$ cat src/hw/cpu11_consts.svh
`ifndef CPU11_CONSTS_SVH
`define CPU11_CONSTS_SVH

// datapath and bus width
`define CPU11_WORD      16
`define CPU11_NREGS     8

// register numbers
`define CPU11_PC        7
`define CPU11_SP        6

`define CPU11_BOOT_PC   16'o001000  // first fetch after reset

`endif

$ cat src/hw/cpu11_pkg.sv
package cpu11_pkg;

    // ==============================
    // enums

    typedef enum logic [3:0] {
        S_BOOT, S_FETCH, S_DECODE,
        S_SRC_ADDR, S_SRC_READ,
        S_DST_ADDR, S_DST_READ,
        S_EXEC, S_WRITEBACK, S_BRANCH, S_HALTED
    } state_t;

    typedef enum logic [3:0] {
        ALU_PASS_A, ALU_ADD, ALU_SUB, ALU_AND_NOT, ALU_OR, ALU_AND, ALU_COM,
        ALU_NEG, ALU_INC, ALU_DEC, ALU_INC2, ALU_DEC2, ALU_CLR
    } alu_op_t;

    typedef enum logic [2:0] {
        COND_ALWAYS, COND_NE, COND_EQ, COND_PL, COND_MI
    } cond_t;

    typedef enum logic [1:0] {
        IC_DOUBLE, IC_SINGLE, IC_BRANCH, IC_HALT
    } instr_class_t;

    typedef enum logic [1:0] {A_REG, A_SRC, A_DST, A_PC} a_sel_t;
    typedef enum logic [1:0] {B_SRC, B_DST, B_ZERO, B_BR_OFFSET} b_sel_t;
    typedef enum logic {ADDR_PC, ADDR_ADR} addr_sel_t;

    // ==============================
    // structs

    typedef struct packed {
        instr_class_t      cls;
        alu_op_t           alu_op;
        cond_t             cond;
        logic [2:0]        src_mode;
        logic [2:0]        dst_mode;
        logic [2:0]        src_reg;
        logic [2:0]        dst_reg;
        logic              writeback;   // result goes back to dst
        logic              set_flags;
        logic signed [7:0] br_offset;   // in words
    } decoded_t;

    typedef struct packed {
        alu_op_t   alu_op;
        a_sel_t    a_sel;
        b_sel_t    b_sel;
        logic      reg_sel;       // 0 source field, 1 destination field
        logic      reg_we;
        logic      pc_we;
        logic      src_ld;
        logic      dst_ld;
        logic      adr_ld;
        logic      adr_from_bus;
        logic      from_bus;      // src/dst take data_i instead of alu
        logic      set_flags;
        logic      ir_ld;
        addr_sel_t addr_sel;
    } dp_cmd_t;

    typedef struct packed {
        logic n;
        logic z;
        logic v;
        logic c;
    } flags_t;

endpackage

$ cat src/hw/cpu11_decode.sv
`timescale 1ns/1ps
`include "cpu11_consts.svh"

module cpu11_decode import cpu11_pkg::*; (
    input  logic                   clk,
    input  logic                   reset_n,
    input  dp_cmd_t                cmd_i,
    input  logic [`CPU11_WORD-1:0] data_i,
    output decoded_t               decoded_o
);

    logic [`CPU11_WORD-1:0] ir_q;

    always_ff @(posedge clk or negedge reset_n) begin
        if (!reset_n) begin
            ir_q <= '0;     // decodes as halt
        end else if (cmd_i.ir_ld) begin
            ir_q <= data_i;
        end
    end

    // only modes 0, 1, 2 and 4
    function automatic logic mode_ok(input logic [2:0] m);
        return m == 3'd0 || m == 3'd1 || m == 3'd2 || m == 3'd4;
    endfunction

    always_comb begin
        decoded_o           = '0;
        decoded_o.cls       = IC_HALT;
        decoded_o.alu_op    = ALU_PASS_A;
        decoded_o.cond      = COND_ALWAYS;
        decoded_o.src_mode  = ir_q[11:9];
        decoded_o.src_reg   = ir_q[8:6];
        decoded_o.dst_mode  = ir_q[5:3];
        decoded_o.dst_reg   = ir_q[2:0];
        decoded_o.br_offset = ir_q[7:0];

        if (ir_q[15:12] inside {4'h1, 4'h2, 4'h3, 4'h4, 4'h5, 4'h6, 4'he}) begin
            if (mode_ok(ir_q[11:9]) && mode_ok(ir_q[5:3])) begin
                decoded_o.cls       = IC_DOUBLE;
                decoded_o.writeback = 1'b1;
                decoded_o.set_flags = 1'b1;
                case (ir_q[14:12])
                    3'd1: decoded_o.alu_op = ALU_PASS_A;    // mov
                    3'd2: begin                             // cmp
                        decoded_o.alu_op    = ALU_SUB;
                        decoded_o.writeback = 1'b0;
                    end
                    3'd3: begin                             // bit
                        decoded_o.alu_op    = ALU_AND;
                        decoded_o.writeback = 1'b0;
                    end
                    3'd4: decoded_o.alu_op = ALU_AND_NOT;   // bic
                    3'd5: decoded_o.alu_op = ALU_OR;        // bis
                    default: decoded_o.alu_op = ir_q[15] ? ALU_SUB : ALU_ADD;
                endcase
            end
        end else if (ir_q[15:9] == 7'b0000101) begin
            if (mode_ok(ir_q[5:3]) && !(ir_q[8:6] inside {3'd5, 3'd6})) begin
                decoded_o.cls       = IC_SINGLE;
                decoded_o.writeback = 1'b1;
                decoded_o.set_flags = 1'b1;
                case (ir_q[8:6])
                    3'd0: decoded_o.alu_op = ALU_CLR;
                    3'd1: decoded_o.alu_op = ALU_COM;
                    3'd2: decoded_o.alu_op = ALU_INC;
                    3'd3: decoded_o.alu_op = ALU_DEC;
                    3'd4: decoded_o.alu_op = ALU_NEG;
                    default: begin                          // tst as dst - 0
                        decoded_o.alu_op    = ALU_SUB;
                        decoded_o.writeback = 1'b0;
                    end
                endcase
            end
        end else if (ir_q[15:8] inside {8'h01, 8'h02, 8'h03, 8'h80, 8'h81}) begin
            decoded_o.cls = IC_BRANCH;
            case (ir_q[15:8])
                8'h02: decoded_o.cond = COND_NE;
                8'h03: decoded_o.cond = COND_EQ;
                8'h80: decoded_o.cond = COND_PL;
                8'h81: decoded_o.cond = COND_MI;
                default: decoded_o.cond = COND_ALWAYS;
            endcase
        end
    end

endmodule

$ cat src/hw/cpu11_regs.sv
`timescale 1ns/1ps
`include "cpu11_consts.svh"

module cpu11_regs import cpu11_pkg::*; (
    input  logic                   clk,
    input  logic                   reset_n,
    input  dp_cmd_t                cmd_i,
    input  decoded_t               decoded_i,
    input  logic [`CPU11_WORD-1:0] alu_result_i,
    input  logic [`CPU11_WORD-1:0] data_i,
    output logic [`CPU11_WORD-1:0] reg_o,
    output logic [`CPU11_WORD-1:0] src_o,
    output logic [`CPU11_WORD-1:0] dst_o,
    output logic [`CPU11_WORD-1:0] pc_o,
    output logic [`CPU11_WORD-1:0] addr_o,
    output logic [`CPU11_WORD-1:0] data_o
);

    logic [`CPU11_WORD-1:0] r_q [`CPU11_NREGS];
    logic [`CPU11_WORD-1:0] src_q;
    logic [`CPU11_WORD-1:0] dst_q;
    logic [`CPU11_WORD-1:0] adr_q;
    logic [2:0]             sel;
    logic [`CPU11_WORD-1:0] opnd_d;

    assign sel    = cmd_i.reg_sel ? decoded_i.dst_reg : decoded_i.src_reg;
    assign opnd_d = cmd_i.from_bus ? data_i : alu_result_i;

    // ==============================
    // register file and operand latches

    always_ff @(posedge clk or negedge reset_n) begin
        if (!reset_n) begin
            for (int i = 0; i < `CPU11_NREGS; i++) begin
                r_q[i] <= '0;
            end
            r_q[`CPU11_PC] <= `CPU11_BOOT_PC;
            src_q <= '0;
            dst_q <= '0;
            adr_q <= '0;
        end else begin
            if (cmd_i.reg_we) r_q[sel] <= alu_result_i;
            if (cmd_i.pc_we) r_q[`CPU11_PC] <= alu_result_i;
            if (cmd_i.src_ld) src_q <= opnd_d;
            if (cmd_i.dst_ld) dst_q <= opnd_d;
            if (cmd_i.adr_ld) adr_q <= alu_result_i;   // register value, pre or post step
        end
    end

    assign reg_o = r_q[sel];
    assign src_o = src_q;
    assign dst_o = dst_q;
    assign pc_o  = r_q[`CPU11_PC];

    // bus side
    assign addr_o = (cmd_i.addr_sel == ADDR_ADR) ? adr_q : r_q[`CPU11_PC];
    assign data_o = dst_q;     // writeback data

endmodule

$ cat src/hw/cpu11_alu.sv
`timescale 1ns/1ps
`include "cpu11_consts.svh"

module cpu11_alu import cpu11_pkg::*; (
    input  logic                   clk,
    input  logic                   reset_n,
    input  dp_cmd_t                cmd_i,
    input  decoded_t               decoded_i,
    input  logic [`CPU11_WORD-1:0] reg_i,
    input  logic [`CPU11_WORD-1:0] src_i,
    input  logic [`CPU11_WORD-1:0] dst_i,
    input  logic [`CPU11_WORD-1:0] pc_i,
    output logic [`CPU11_WORD-1:0] result_o,
    output logic                   branch_taken_o
);

    localparam int MSB = `CPU11_WORD - 1;

    logic [MSB:0] a;
    logic [MSB:0] b;
    logic [MSB:0] r;
    logic [MSB+1:0] wide;   // carry or borrow on top
    logic [MSB:0] br_ofs;
    flags_t       flags_q;
    flags_t       flags_d;

    assign br_ofs = {{(`CPU11_WORD-9){decoded_i.br_offset[7]}}, decoded_i.br_offset, 1'b0};

    always_comb begin
        case (cmd_i.a_sel)
            A_SRC:   a = src_i;
            A_DST:   a = dst_i;
            A_PC:    a = pc_i;
            default: a = reg_i;
        endcase
        case (cmd_i.b_sel)
            B_SRC:       b = src_i;
            B_DST:       b = dst_i;
            B_BR_OFFSET: b = br_ofs;
            default:     b = '0;
        endcase
    end

    // ==============================
    // result and word flags

    always_comb begin
        wide      = '0;
        r         = a;
        flags_d.v = 1'b0;
        flags_d.c = flags_q.c;    // kept unless the op says otherwise
        case (cmd_i.alu_op)
            ALU_ADD: begin
                wide      = {1'b0, a} + {1'b0, b};
                r         = wide[MSB:0];
                flags_d.v = (a[MSB] == b[MSB]) && (r[MSB] != a[MSB]);
                flags_d.c = wide[MSB+1];
            end
            ALU_SUB: begin
                wide      = {1'b0, a} - {1'b0, b};
                r         = wide[MSB:0];
                flags_d.v = (a[MSB] != b[MSB]) && (r[MSB] != a[MSB]);
                flags_d.c = wide[MSB+1];
            end
            ALU_AND_NOT: r = a & ~b;
            ALU_OR:      r = a | b;
            ALU_AND:     r = a & b;
            ALU_COM: begin
                r         = ~a;
                flags_d.c = 1'b1;
            end
            ALU_NEG: begin
                r         = '0 - a;
                flags_d.v = (r == {1'b1, {MSB{1'b0}}});
                flags_d.c = (r != '0);
            end
            ALU_INC: begin
                r         = a + 1'b1;
                flags_d.v = (r == {1'b1, {MSB{1'b0}}});
            end
            ALU_DEC: begin
                r         = a - 1'b1;
                flags_d.v = (r == {1'b0, {MSB{1'b1}}});
            end
            ALU_INC2: r = a + 2'd2;
            ALU_DEC2: r = a - 2'd2;
            ALU_CLR: begin
                r         = '0;
                flags_d.c = 1'b0;
            end
            default: r = a;
        endcase
        flags_d.n = r[MSB];
        flags_d.z = (r == '0);
    end

    assign result_o = r;

    always_ff @(posedge clk or negedge reset_n) begin
        if (!reset_n) begin
            flags_q <= '0;
        end else if (cmd_i.set_flags) begin
            flags_q <= flags_d;
        end
    end

    always_comb begin
        case (decoded_i.cond)
            COND_NE: branch_taken_o = !flags_q.z;
            COND_EQ: branch_taken_o = flags_q.z;
            COND_PL: branch_taken_o = !flags_q.n;
            COND_MI: branch_taken_o = flags_q.n;
            default: branch_taken_o = 1'b1;   // br
        endcase
    end

endmodule

$ cat src/hw/cpu11_control.sv
`timescale 1ns/1ps

module cpu11_control import cpu11_pkg::*; (
    input  logic     clk,
    input  logic     reset_n,
    input  decoded_t decoded_i,
    input  logic     branch_taken_i,
    input  logic     ready_i,
    output dp_cmd_t  cmd_o,
    output logic     dati_o,
    output logic     dato_o,
    output logic     halted_o
);

    localparam logic OP_SRC = 1'b0;
    localparam logic OP_DST = 1'b1;

    state_t     state_q;
    state_t     state_d;
    logic       phase_q;    // which operand is being fetched
    logic       phase_d;
    logic [2:0] mode;
    state_t     read_st;
    state_t     done_st;

    assign mode    = (phase_q == OP_DST) ? decoded_i.dst_mode : decoded_i.src_mode;
    assign read_st = (phase_q == OP_DST) ? S_DST_READ : S_SRC_READ;
    assign done_st = (phase_q == OP_DST) ? S_EXEC : S_DST_ADDR;

    always_ff @(posedge clk or negedge reset_n) begin
        if (!reset_n) begin
            state_q <= S_BOOT;
            phase_q <= OP_SRC;
        end else begin
            state_q <= state_d;
            phase_q <= phase_d;
        end
    end

    assign halted_o = (state_q == S_HALTED);

    // ==============================
    // command and strobes per state

    always_comb begin
        cmd_o          = '0;
        cmd_o.alu_op   = ALU_PASS_A;
        cmd_o.a_sel    = A_REG;
        cmd_o.b_sel    = B_ZERO;
        cmd_o.reg_sel  = phase_q;
        cmd_o.addr_sel = ADDR_PC;
        dati_o         = 1'b0;
        dato_o         = 1'b0;
        state_d        = state_q;
        phase_d        = phase_q;

        case (state_q)
            S_BOOT: state_d = S_FETCH;     // pc already at boot address
            S_FETCH: begin
                dati_o = 1'b1;
                if (ready_i) begin
                    cmd_o.ir_ld  = 1'b1;
                    cmd_o.a_sel  = A_PC;
                    cmd_o.alu_op = ALU_INC2;
                    cmd_o.pc_we  = 1'b1;
                    state_d      = S_DECODE;
                end
            end
            S_DECODE: begin
                case (decoded_i.cls)
                    IC_DOUBLE: begin
                        phase_d = OP_SRC;
                        state_d = S_SRC_ADDR;
                    end
                    IC_SINGLE: begin
                        phase_d = OP_DST;
                        state_d = S_DST_ADDR;
                    end
                    IC_BRANCH: state_d = S_BRANCH;
                    default:   state_d = S_HALTED;
                endcase
            end
            S_SRC_ADDR, S_DST_ADDR: begin
                if (mode == 3'd0) begin
                    cmd_o.src_ld = (phase_q == OP_SRC);
                    cmd_o.dst_ld = (phase_q == OP_DST);
                    phase_d      = OP_DST;
                    state_d      = done_st;
                end else begin
                    cmd_o.adr_ld = 1'b1;
                    if (mode == 3'd4) begin   // predecrement
                        cmd_o.alu_op = ALU_DEC2;
                        cmd_o.reg_we = 1'b1;
                    end
                    state_d = read_st;
                end
            end
            S_SRC_READ, S_DST_READ: begin
                dati_o         = 1'b1;
                cmd_o.addr_sel = ADDR_ADR;
                if (ready_i) begin
                    cmd_o.from_bus = 1'b1;
                    cmd_o.src_ld   = (phase_q == OP_SRC);
                    cmd_o.dst_ld   = (phase_q == OP_DST);
                    if (mode == 3'd2) begin   // postincrement
                        cmd_o.alu_op = ALU_INC2;
                        cmd_o.reg_we = 1'b1;
                    end
                    phase_d = OP_DST;
                    state_d = done_st;
                end
            end
            S_EXEC: begin
                cmd_o.alu_op    = decoded_i.alu_op;
                cmd_o.set_flags = decoded_i.set_flags;
                cmd_o.dst_ld    = 1'b1;
                if (decoded_i.cls == IC_SINGLE) begin
                    cmd_o.a_sel = A_DST;
                end else if (decoded_i.alu_op == ALU_AND_NOT ||
                             (decoded_i.alu_op == ALU_SUB && decoded_i.writeback)) begin
                    cmd_o.a_sel = A_DST;  // dst op src
                    cmd_o.b_sel = B_SRC;
                end else begin
                    cmd_o.a_sel = A_SRC;
                    cmd_o.b_sel = B_DST;
                end
                state_d = decoded_i.writeback ? S_WRITEBACK : S_FETCH;
            end
            S_WRITEBACK: begin
                if (decoded_i.dst_mode == 3'd0) begin
                    cmd_o.a_sel   = A_DST;
                    cmd_o.reg_sel = OP_DST;
                    cmd_o.reg_we  = 1'b1;
                    state_d       = S_FETCH;
                end else begin
                    dato_o         = 1'b1;
                    cmd_o.addr_sel = ADDR_ADR;
                    if (ready_i) state_d = S_FETCH;
                end
            end
            S_BRANCH: begin
                if (branch_taken_i) begin
                    cmd_o.a_sel  = A_PC;
                    cmd_o.b_sel  = B_BR_OFFSET;
                    cmd_o.alu_op = ALU_ADD;
                    cmd_o.pc_we  = 1'b1;
                end
                state_d = S_FETCH;
            end
            default: state_d = S_HALTED;   // halted until reset
        endcase
    end

endmodule

$ cat src/hw/cpu11_top.sv
`timescale 1ns/1ps
`include "cpu11_consts.svh"

module cpu11_top import cpu11_pkg::*; (
    input  logic                   clk,
    input  logic                   reset_n,
    input  logic [`CPU11_WORD-1:0] data_i,
    input  logic                   ready_i,
    output logic [`CPU11_WORD-1:0] addr_o,
    output logic [`CPU11_WORD-1:0] data_o,
    output logic                   dati_o,
    output logic                   dato_o,
    output logic                   halted_o
);

    dp_cmd_t                cmd;
    decoded_t               dec;
    logic                   branch_taken;
    logic [`CPU11_WORD-1:0] alu_result;
    logic [`CPU11_WORD-1:0] reg_val;
    logic [`CPU11_WORD-1:0] src_val;
    logic [`CPU11_WORD-1:0] dst_val;
    logic [`CPU11_WORD-1:0] pc_val;

    cpu11_control u_control (
        .clk            (clk),
        .reset_n        (reset_n),
        .decoded_i      (dec),
        .branch_taken_i (branch_taken),
        .ready_i        (ready_i),
        .cmd_o          (cmd),
        .dati_o         (dati_o),
        .dato_o         (dato_o),
        .halted_o       (halted_o)
    );

    cpu11_decode u_decode (
        .clk       (clk),
        .reset_n   (reset_n),
        .cmd_i     (cmd),
        .data_i    (data_i),
        .decoded_o (dec)
    );

    cpu11_regs u_regs (
        .clk          (clk),
        .reset_n      (reset_n),
        .cmd_i        (cmd),
        .decoded_i    (dec),
        .alu_result_i (alu_result),
        .data_i       (data_i),
        .reg_o        (reg_val),
        .src_o        (src_val),
        .dst_o        (dst_val),
        .pc_o         (pc_val),
        .addr_o       (addr_o),
        .data_o       (data_o)
    );

    cpu11_alu u_alu (
        .clk            (clk),
        .reset_n        (reset_n),
        .cmd_i          (cmd),
        .decoded_i      (dec),
        .reg_i          (reg_val),
        .src_i          (src_val),
        .dst_i          (dst_val),
        .pc_i           (pc_val),
        .result_o       (alu_result),
        .branch_taken_o (branch_taken)
    );

endmodule

$ cat config.mk
export PLATFORM = sky130hd
export DESIGN_NAME = cpu11_top
export DESIGN_NICKNAME = d
export VERILOG_FILES = /design/src/hw/cpu11_pkg.sv /design/src/hw/cpu11_decode.sv /design/src/hw/cpu11_regs.sv /design/src/hw/cpu11_alu.sv /design/src/hw/cpu11_control.sv /design/src/hw/cpu11_top.sv
export VERILOG_INCLUDE_DIRS = /design/src /design/src/hw
export SDC_FILE = /design/constraint.sdc
export NUM_CORES = 1
export LEC_CHECK = 0
export BUFFER_PORTS_ARGS = -buffer_cell sky130_fd_sc_hd__buf_2
export CAP_MARGIN = 15
export CORE_MARGIN = 2
export CORE_UTILIZATION = 45
export DETAILED_ROUTE_END_ITERATION = 10
export MAX_ROUTING_LAYER = met4
export PLACE_DENSITY = 0.68
export SLEW_MARGIN = 5
export SYNTH_ARGS = -nofsm -noshare
export SYNTH_HDL_FRONTEND = slang
export SYNTH_SLANG_ARGS = --single-unit
$ cat constraint.sdc
create_clock -name clk -period 6.2 [get_ports clk]
set_input_delay 0.62 -clock clk [delete_from_list [all_inputs] [get_ports clk]]
set_output_delay 0.62 -clock clk [all_outputs]
set_load 0.01 [all_outputs]
# Word level (Yosys, flattened, before mapping)
# Index checks and enable logic that the tools add are counted.
[word_totals]
ff_bits = 199
output_inout_bits = 35
wordCells = 224
[classes]
reduce_logical = 35
n_eq_ne = 72
n_mux = 85
add_sub_neg = 7
bitwise = 7
order_cmp = 2
[op_table]
columns = ["op", "count"]
rows = [
  ["$pmux W16 S12", 1],
  ["$bwmux W128", 1],
  ["$mux W16", 7],
  ["$pmux W16 S3", 2],
  ["$pmux W4 S5", 3],
  ["$bmux W16 S3", 1],
  ["$demux W16 S3", 1],
  ["$mux W4", 12],
  ["$eq A4 B3 Y1 const B", 11],
  ["$eq A4 B4 Y1 const B", 9],
  ["$and A16 B16 Y16", 2],
  ["$eq A4 B2 Y1 const B", 8],
  ["$not A16 Y16", 2],
  ["$mux W2", 14],
  ["$pmux W4 S7", 1],
  ["$eq A3 B2 Y1 const B", 9],
  ["$eq A3 B3 Y1 const B", 9],
  ["$mux W6", 4],
  ["$mux W1", 20],
  ["$add A16 B1 Y16 const B", 1],
  ["$add A16 B16 Y16", 1],
  ["$add A16 B2 Y16 const B", 1],
  ["$eq A8 B2 Y1 const B", 2],
  ["$eq A8 B8 Y1 const B", 2],
  ["44 further kinds", 84],
]

# Longest topological paths before layout
# Gate-level depths: netlist of run 1.
[depth]
depth_word = 22
ltp_mapped = 35
mapped_depth_nobuf = 33

# Hierarchy
# A second synthesis of run 1 with hierarchy kept.
[unflattened]
hier_cells = 1517
area_unflattened_um2 = 14978.1
[modules_own_cells]
columns = ["module", "cells_per_inst", "area_per_inst_um2", "instances", "seq_area_each_um2"]
rows = [
  ["cpu11_regs", 647, 8401.8, 1, 4405.5],
  ["cpu11_alu", 634, 4550.6, 1, 50.0],
  ["cpu11_decode", 121, 1172.4, 1, 400.4],
  ["cpu11_control", 115, 853.3, 1, 125.1],
]

# Worst setup path after synthesis of run 1
# OpenSTA, ideal clock, no wires.
[synth_path]
path_kind = "flip-flop to flip-flop"
start = "register u_decode.ir_q[4]"
end = "register u_regs.r_q[63] in the netlist's numbering"
slack_ns = -0.450
setup_time_ns = 0.125
t_arrival_ns = 6.526
stages_incl_launch_ff = 31
cell_sequence = "dfrtp_1 -> buf_2 -> maj3_2 -> or2_1 -> nor2_1 -> a31o_2 -> inv_1 -> ha_1 -> nor2_1 -> clkbuf_1 -> clkbuf_1 -> o21ai_0 -> ha_1 -> nor2_1 -> a211oi_1 -> inv_1 -> ha_1 -> nor2b_1 -> o211ai_1 -> nand3_1 -> o311ai_0 -> a31oi_1 -> a31oi_1 -> o21ai_0 -> o2111a_1 -> nor4b_2 -> a31oi_1 -> nand2b_1 -> and2_1 -> buf_2 -> mux2_2"
[synth_between]
elab_chain_len = 20
[synth_lines]
columns = ["element", "line_no", "text"]
rows = [
  ["start: declaration", "cpu11_decode.sv:12", "logic [`CPU11_WORD-1:0] ir_q;"],
  ["start signal: assignment", "cpu11_decode.sv:18", "ir_q <= data_i;"],
  ["branches (longest 20 deep; another with $mux W6)", "-", ""],
  ["end signal: indexed assignment", "cpu11_regs.sv:37", "r_q[`CPU11_PC] <= `CPU11_BOOT_PC;"],
  ["end signal: indexed assignment", "cpu11_regs.sv:42", "if (cmd_i.reg_we) r_q[sel] <= alu_result_i;"],
  ["end signal: indexed assignment", "cpu11_regs.sv:43", "if (cmd_i.pc_we) r_q[`CPU11_PC] <= alu_result_i;"],
  ["end: declaration", "cpu11_regs.sv:19", "logic [`CPU11_WORD-1:0] r_q [`CPU11_NREGS];"],
]
# Parallel ways; which one is timed is not known. The select of a mux whose other input is x is not followed.
# A chain may end at the register's enable or synchronous reset.

# Final worst setup path of run 1
[layout_path]
start = "register u_decode.ir_q[13]"
end = "register u_regs.r_q[79] in the netlist's numbering"
[layout_between]
elab_chain_len = 16
[layout_lines]
columns = ["element", "line_no", "text"]
rows = [
  ["branches (longest 14 deep; another with $sub A16 B2 Y16)", "-", ""],
  ["$pmux W16 S12 *", "cpu11_alu.sv:52", "case (cmd_i.alu_op)"],
  ["$bwmux W128 *", "cpu11_regs.sv:42", ""],
]
# Every way passes the cells marked *.

==> flow_metrics.py, run 1 <==
metrics = {
    "clock_network": {
        "cts_root_buf": "clkbuf_16",
        "clock-sinks": 199,
        "cts.clk_slew.worst_paths_ps": 80,
        "clk_latency_ps": 470,
        "clockBufferDepth": 2,
        "cts_tree": "yes",
        "htreeDepth": 4,
        "cts_buffers": 17,
    },
    "cells_and_area": {
        "nNetsFinal": 1907,
        "final_area_um2": 17840,
        "antennaDiodeCount": 0,
        "final_util_pct": 58.03,
        "final_cells": 2257,
        "area_delta_synth_final_pct": 26.46,
        "nFillCells": 2792,
        "drive_gt1_share_pct": 33.53,
        "layout_commonest_cell": "buf_4",
        "final_cell_mix": "257 x buf_4, 216 x nand2_1, 198 x dfrtp_1",
        "multi_input_area_um2": 9249,
        "seq_area_um2": 4981,
    },
    "flow_run": {
        "maxCapViolations": 0,
    },
    "yosys": {
        "yosysTopAreaCellShare_pct": 35.11,
        "synth_area_um2": 14110,
        "synth-compound-area-share_pct": 22.80,
        "synth_xor_area_share_pct": 1.924,
        "synthAdderAreaFrac_pct": 3.697,
        "yosys.area_share.simple_pct": 18.19,
        "yosysUniqueCellTypes": 102,
        "synth_top_family_by_area": "compound AO/OA/AOI/OAI gates",
        "synthArstFlopShare_pct": 100.0,
        "synth_edf_count": 0,
        "synth.area.top_cells": "dfrtp_1 35%, mux2_2 9.7%, nand2_1 5.9%",
        "synth.avg_cell_area_um2": 8.754,
        "synth_cells": 1612,
        "yosys_register_bits": 199,
        "yosys.area.top_type": "dfrtp_1",
        "yosys_most_used_dff": "dfrtp_1",
        "synth_warnings": 0,
        "postSynthNetCount": 1669,
        "ys_seq_area_share_pct": 35.30,
        "synth.area.mux_share_pct": 13.96,
    },
    "place": {
        "hpwl_um": 41390,
        "place.gp.congestion": 1.022,
        "placed_area_um2": 16430,
        "place_inst": 2203,
        "numPortBuffers": 53,
    },
    "grt": {
        "met3_usage_pct": 5.120,
        "grt_use_met1_pct": 45.09,
        "grt-ovfl-total": 0,
        "grt_busiest_layer": "met2",
        "grt_pass1_vias": 13527,
        "antenna_found_initial": 1,
        "grt_pass1_wl_um": 82720,
        "grt_usage_pct": 34.12,
        "grt_use_met2_pct": 54.22,
        "grt_start_max_net_pins": 163,
    },
    "floorplanning": {
        "initial_utilization_pct": 45.89,
        "core_area_um2": 30750,
        "rows": 64,
        "fp.dieH_um": 181.1,
        "dieArea_um2": 32790,
        "die_w_um": 181.1,
        "io_pins": 54,
    },
    "timing": {
        "max_freq_ghz": 0.1672,
        "setup_viol_count_final": 0,
        "hold_viol_final": 0,
        "skew_ps": 28.43,
        "slew-limit-headroom_pct": 27.51,
        "tightest_slew_ps": 1087,
        "period_minus_slack_ps": 5982,
        "drv_slew": 0,
        "fin_crit_sh_pct": 96.48,
        "tns_ps": 0,
    },
    "setup_path": {
        "cp_max_fo": 10,
        "cp.buffers_inverters": 6,
        "r2r-start": "u_decode.ir_q[13]",
        "path_depth": 30,
        "r2r_slack_ps": 220,
        "required_ps": 6550,
        "cp_common_cell": "buf_4",
        "startpoint_type": "flop",
        "r2r-end": "u_regs.r_q[79]",
        "cp-end-kind": "flop",
        "crit_type": "reg2reg",
        "slowest_stage": "dfrtp_1",
        "cp-startpoint": "u_decode.ir_q[13]",
        "reg2regPathDepth": 30,
        "cp-endpoint": "u_regs.r_q[79]",
        "cp_slowest_stage_delay_ps": 410,
        "path_delay_family": "compound AO/OA/AOI/OAI gates",
        "crit_arrival_ps": 6330,
    },
    "worst_hold_path": {
        "hold_path.class": "in2async",
    },
    "power_and_ir_drop": {
        "switchingPower_w": 0.0005707,
        "p_sw_share_pct": 23.40,
        "comb_power_share_pct": 1.5,
        "p_int_w": 0.001868,
        "power_density_nw_per_um2": 136.7,
        "p_clk_share_pct": 45.3,
        "vdd_drop_max_mv": 0.1954,
        "seq_power_share_pct": 53.2,
        "power_leakage_nw": 8.405,
    },
    "detailed_routing": {
        "ant_nets": 0,
        "wl_per_cell_um": 24.24,
        "drcViolationCount": 0,
        "vias_per_cell": 6.272,
        "num_vias": 14157,
        "drt_first_pass_iters": 6,
        "drtIter0Drc": 1504,
        "wl_um": 54700,
    },
    "run_status": {
        "outcome": "completed",
    },
}
[cells by family (layout without fill, tap and decap cells)]
group | count (synthesis) | count (layout)
flops | 199 | 199
simple gates | 545 | 545
xor+xnor | 31 | 31
compound gates | 477 | 477
buf+inv | 140 | 389
mux | 179 | 179
fa+ha+maj | 41 | 41
[metal layers]
| layer | up-vias | wire [um] |
|---|---|---|
| li1 | 6436 | - |
| met4 | 0 | 1663 |
| met5 | - | 0 |
| met2 | 632 | 25320 |
| met3 | 94 | 4180 |
| met1 | 6995 | 23530 |
[cells in the mapped netlist (all sizes together) (8+ instances only)]
cell type  number
o211ai         15
and2           10
buf            30
nor2          133
nand4           9
a22oi          13
o21ai         115
inv            36
xor2           13
a31oi          17
nor3           28
nor4            8
o21a           10
a21oi         118
a311oi         12
ha             36
nor2b          12
a211oi         23
and3           20
nand2b         10
or2             9
a21boi         10
mux2i          52
or3            13
nand2         225
mux2          127
a221oi         16
o31ai          12
o22ai          14
xnor2          18
dfrtp         198
clkbuf         74
or4             9
o211a           8
a21o           13
nand3          38
[flip-flops by register name (all words and copies together), names as in the netlist]
signal / count
u_alu.flags_q: 2
u_control.phase_q: 1
u_control.state_q: 4
u_decode.ir_q: 16
u_regs.adr_q: 16
u_regs.data_o: 16
u_regs.pc_o: 16
u_regs.r_q: 112
u_regs.src_o: 16
[per-stage QoR]
step	hold WS (ps)	setup WS [ps]	total power [W]
6_report	90.30	218.5	0.002438
2_1_floorplan	324.4	28.61	0.001324
3_3_place_gp	458.6	-359.6	0.001361
4_1_cts	80.24	0.5591	0.002455
5_1_grt	102.2	-47.31	0.002495
3_5_place_dp	467.2	-371.3	0.001361
[worst min path at each step]
stage | cells past startpoint | startpoint | slack [ps] | to
4_1_cts | 1 | reset_n | 80 | u_decode.ir_q[11]
3_3_place_gp | 2 | u_regs.adr_q[6] | 460 | u_regs.adr_q[6]
3_5_place_dp | 2 | u_regs.adr_q[6] | 470 | u_regs.adr_q[6]
6_report | 1 | reset_n | 90 | u_decode.ir_q[11]
5_1_grt | 1 | reset_n | 100 | u_decode.ir_q[11]
2_1_floorplan | 0 | reset_n | 320 | u_alu.flags_q[2]
[power groups by stage]
stage / Combinational, W / Sequential, W / Clock, W
CTS: 0.0000390 / 0.00130 / 0.00112
detailed placement: 0.0000390 / 0.00132 / 0
global route: 0.0000429 / 0.00130 / 0.00116
floorplan: 0.000000783 / 0.00132 / 0
global placement: 0.0000386 / 0.00132 / 0
finish: 0.0000373 / 0.00130 / 0.00110
[layout make-up]
type	instances	share of cell area (%)
multi-input combinational	1273	51.83
sequential	199	27.91
inverter	36	0.7573
clock buffer	18	2.405
timing repair buffer	323	13.53
clock inverter	12	0.7923
tap	396	2.777
[timing repair]
action / 4_1_cts / 5_1_grt
pin swaps: 15 / 59
hold buffers: 0 / 0
buffers inserted: 4 / 20
gates resized for setup: 37 / 95
setup endpoints to repair: 47 / 76
Note: power is estimated with default switching activity, not from simulation.
==> inputs of run 2 (changes only) <==
--- a/config.mk
+++ b/config.mk
@@ -16,4 +16,5 @@
 export SLEW_MARGIN = 5
 export SYNTH_ARGS = -nofsm -noshare
 export SYNTH_HDL_FRONTEND = slang
+export SYNTH_HIERARCHICAL = 1
 export SYNTH_SLANG_ARGS = --single-unit
==> run 2 against run 1 <==
  * The run now ends with setup timing left
  * Clock skew decreased by 17 ps
  * Final cell count decreased by 5.4%
  * Clock-buffer cell count increased by 4
  * Wire length decreased by 5.9%
  * Sequential share of layout area decreased by 0.34 points
  * First-iteration DRC count decreased by 3.6%
  * Register-to-register slack got worse by 380 ps
  * Worst setup slack got worse by 380 ps
  * Design area increased by 1.3%
==> flow_metrics.py, run 2 <==
metrics = {
    "run_status": {
        "outcome": "complete, but fails checks",
        "violations": "setup timing",
    },
    "detailed_routing": {
        "drt_first_pass_iters": 5,
        "wl_um": 51460,
        "vias_per_cell": 6.294,
        "ant_nets": 0,
        "drtIter0Drc": 1450,
        "drcViolationCount": 0,
        "wl_per_cell_um": 24.11,
        "num_vias": 13432,
    },
    "cells_and_area": {
        "final_area_um2": 18070,
        "area_delta_synth_final_pct": 20.73,
        "layout_commonest_cell": "buf_4",
        "largest_register_ffs": 112,
        "drive_gt1_share_pct": 39.66,
        "nNetsFinal": 1740,
        "nFillCells": 2845,
        "antennaDiodeCount": 0,
        "top_register": "u_regs/r_q",
        "final_util_pct": 55.40,
        "final_cell_mix": "237 x buf_4, 197 x dfrtp_1, 163 x mux2_2",
    },
    "timing": {
        "grt_setup_unrepaired": "true",
        "setup_viol_count_final": 23,
        "skew_ps": 11.26,
        "drv_slew": 0,
        "hold_viol_final": 0,
        "setup_slack_ps": -165.7,
        "max_freq_ghz": 0.1571,
        "slew-limit-headroom_pct": 32.77,
        "period_minus_slack_ps": 6366,
        "tightest_slew_ps": 1009,
        "fin_crit_sh_pct": 102.7,
        "tns_ps": -1684,
    },
    "grt": {
        "grt_pass1_wl_um": 78440,
        "grt_usage_pct": 29.93,
        "antenna_found_initial": 0,
        "grt-ovfl-total": 0,
        "grt_start_max_net_pins": 81,
        "grt_pass1_vias": 13180,
    },
    "yosys": {
        "synth_cells": 1515,
        "synth.avg_cell_area_um2": 9.879,
        "synth_warnings": 6,
        "synth_area_um2": 14970,
        "postSynthNetCount": 1576,
    },
    "place": {
        "place_ws_ps": -564.9,
        "numPortBuffers": 53,
        "place.gp.congestion": 1.005,
        "placed_area_um2": 16710,
        "hpwl_um": 38290,
    },
    "clock_network": {
        "clockBufferDepth": 2,
        "cts_buffers": 17,
        "clk_latency_ps": 440,
        "htreeDepth": 4,
        "cts_tree": "yes",
        "holdBufCountCts": 0,
        "cts.clk_slew.worst_paths_ps": 70,
        "cts_root_buf": "clkbuf_16",
        "clock-sinks": 199,
    },
    "setup_path": {
        "reg2regPathDepth": 31,
        "startpoint_type": "flop",
        "cp-end-kind": "flop",
        "crit_type": "reg2reg",
        "cp_slowest_stage_delay_ps": 580,
        "required_ps": 6550,
        "crit_arrival_ps": 6710,
        "slowest_stage": "or4_4",
        "cp_common_cell": "buf_4",
        "cp_max_fo": 8,
    },
    "worst_hold_path": {
        "hold_path.class": "in2async",
    },
    "floorplanning": {
        "dieArea_um2": 34730,
        "fp.dieH_um": 186.4,
        "rows": 66,
        "io_pins": 54,
        "initial_utilization_pct": 45.88,
        "core_area_um2": 32620,
        "die_w_um": 186.4,
    },
    "flow_run": {
        "maxCapViolations": 0,
    },
}
[run 2: cell types whose count changed in the layout (fill, tap and decap cells not counted), moves of 24 or more]
cell	previous run	this run
nand2_1	216	64
mux2_2	121	163
nor2_1	120	89
a22oi_1	10	38
mux2i_1	49	24
a21oi_1	103	79
[run 2: path summary, 6_finish.rpt]
path                                    from          endpoint  slack (ps)
setup / recovery           u_decode/ir_q[12]  u_alu/flags_q[2]        -170
hold / removal                       reset_n    u_regs/r_q[62]         180
setup reg to reg           u_decode/ir_q[12]  u_alu/flags_q[2]        -170
hold reg to reg              u_regs/r_q[103]   u_regs/r_q[103]         490
max in group asynchronous            reset_n   u_regs/r_q[120]        4560
min in group clk                   data_i[4]  u_decode/ir_q[4]         450
[run 2: area by class of cell]
| type | instances | area (um2) | share of cell area, % |
|---|---|---|---|
| tap | 442 | 553.0 | 3.061 |
| multi-input combinational | 1114 | 9422 | 52.14 |
| sequential | 199 | 4982 | 27.57 |
| inverter | 40 | 150.1 | 0.8309 |
| clock inverter | 10 | 165.2 | 0.9140 |
| clock buffer | 22 | 474.2 | 2.624 |
| timing repair buffer | 307 | 2323 | 12.86 |
[run 2: per-layer routing]
layer / GRT usage [%] / routed length (um) / part of all wire (%) / vias up
met5: - / 0 / 0 / -
met3: 4.533 / 3713 / 7.2 / 141
met1: 38.31 / 21320 / 41 / 6714
met2: 46.56 / 23910 / 46 / 587
met4: 14.43 / 2516 / 4.9 / 0
li1: - / - / - / 5990
[run 2: critical path, delay by kind of cell, from the launching register on]
| family | cells | cell delay, ps |
|---|---|---|
| simple gates | 9 | 1780 |
| mux | 1 | 250 |
| buf+inv | 5 | 780 |
| flops | 1 | 380 |
| fa+ha+maj | 2 | 520 |
| compound gates | 12 | 2190 |
| xor+xnor | 2 | 350 |
[run 2: through the flow]
stage	std cells	hold slack, ps
4_1_cts	2123	188.9
3_3_place_gp	2076	467.2
6_report	2134	181.5
5_1_grt	2134	218.3
2_1_floorplan	1515	324.4
3_5_place_dp	2076	477.5
[run 2: repair_timing]
action / in CTS / in global routing
setup endpoints to repair: 35 / 81
pin swaps: 30 / 16
gates cloned: 1 / 1
gates resized for setup: 61 / 44
setup buffers: 14 / 11
Power of run 2 is left out: the tool's default activity adds up to more than one toggle a clock period on the data nets, which glitch-free logic cannot reach.
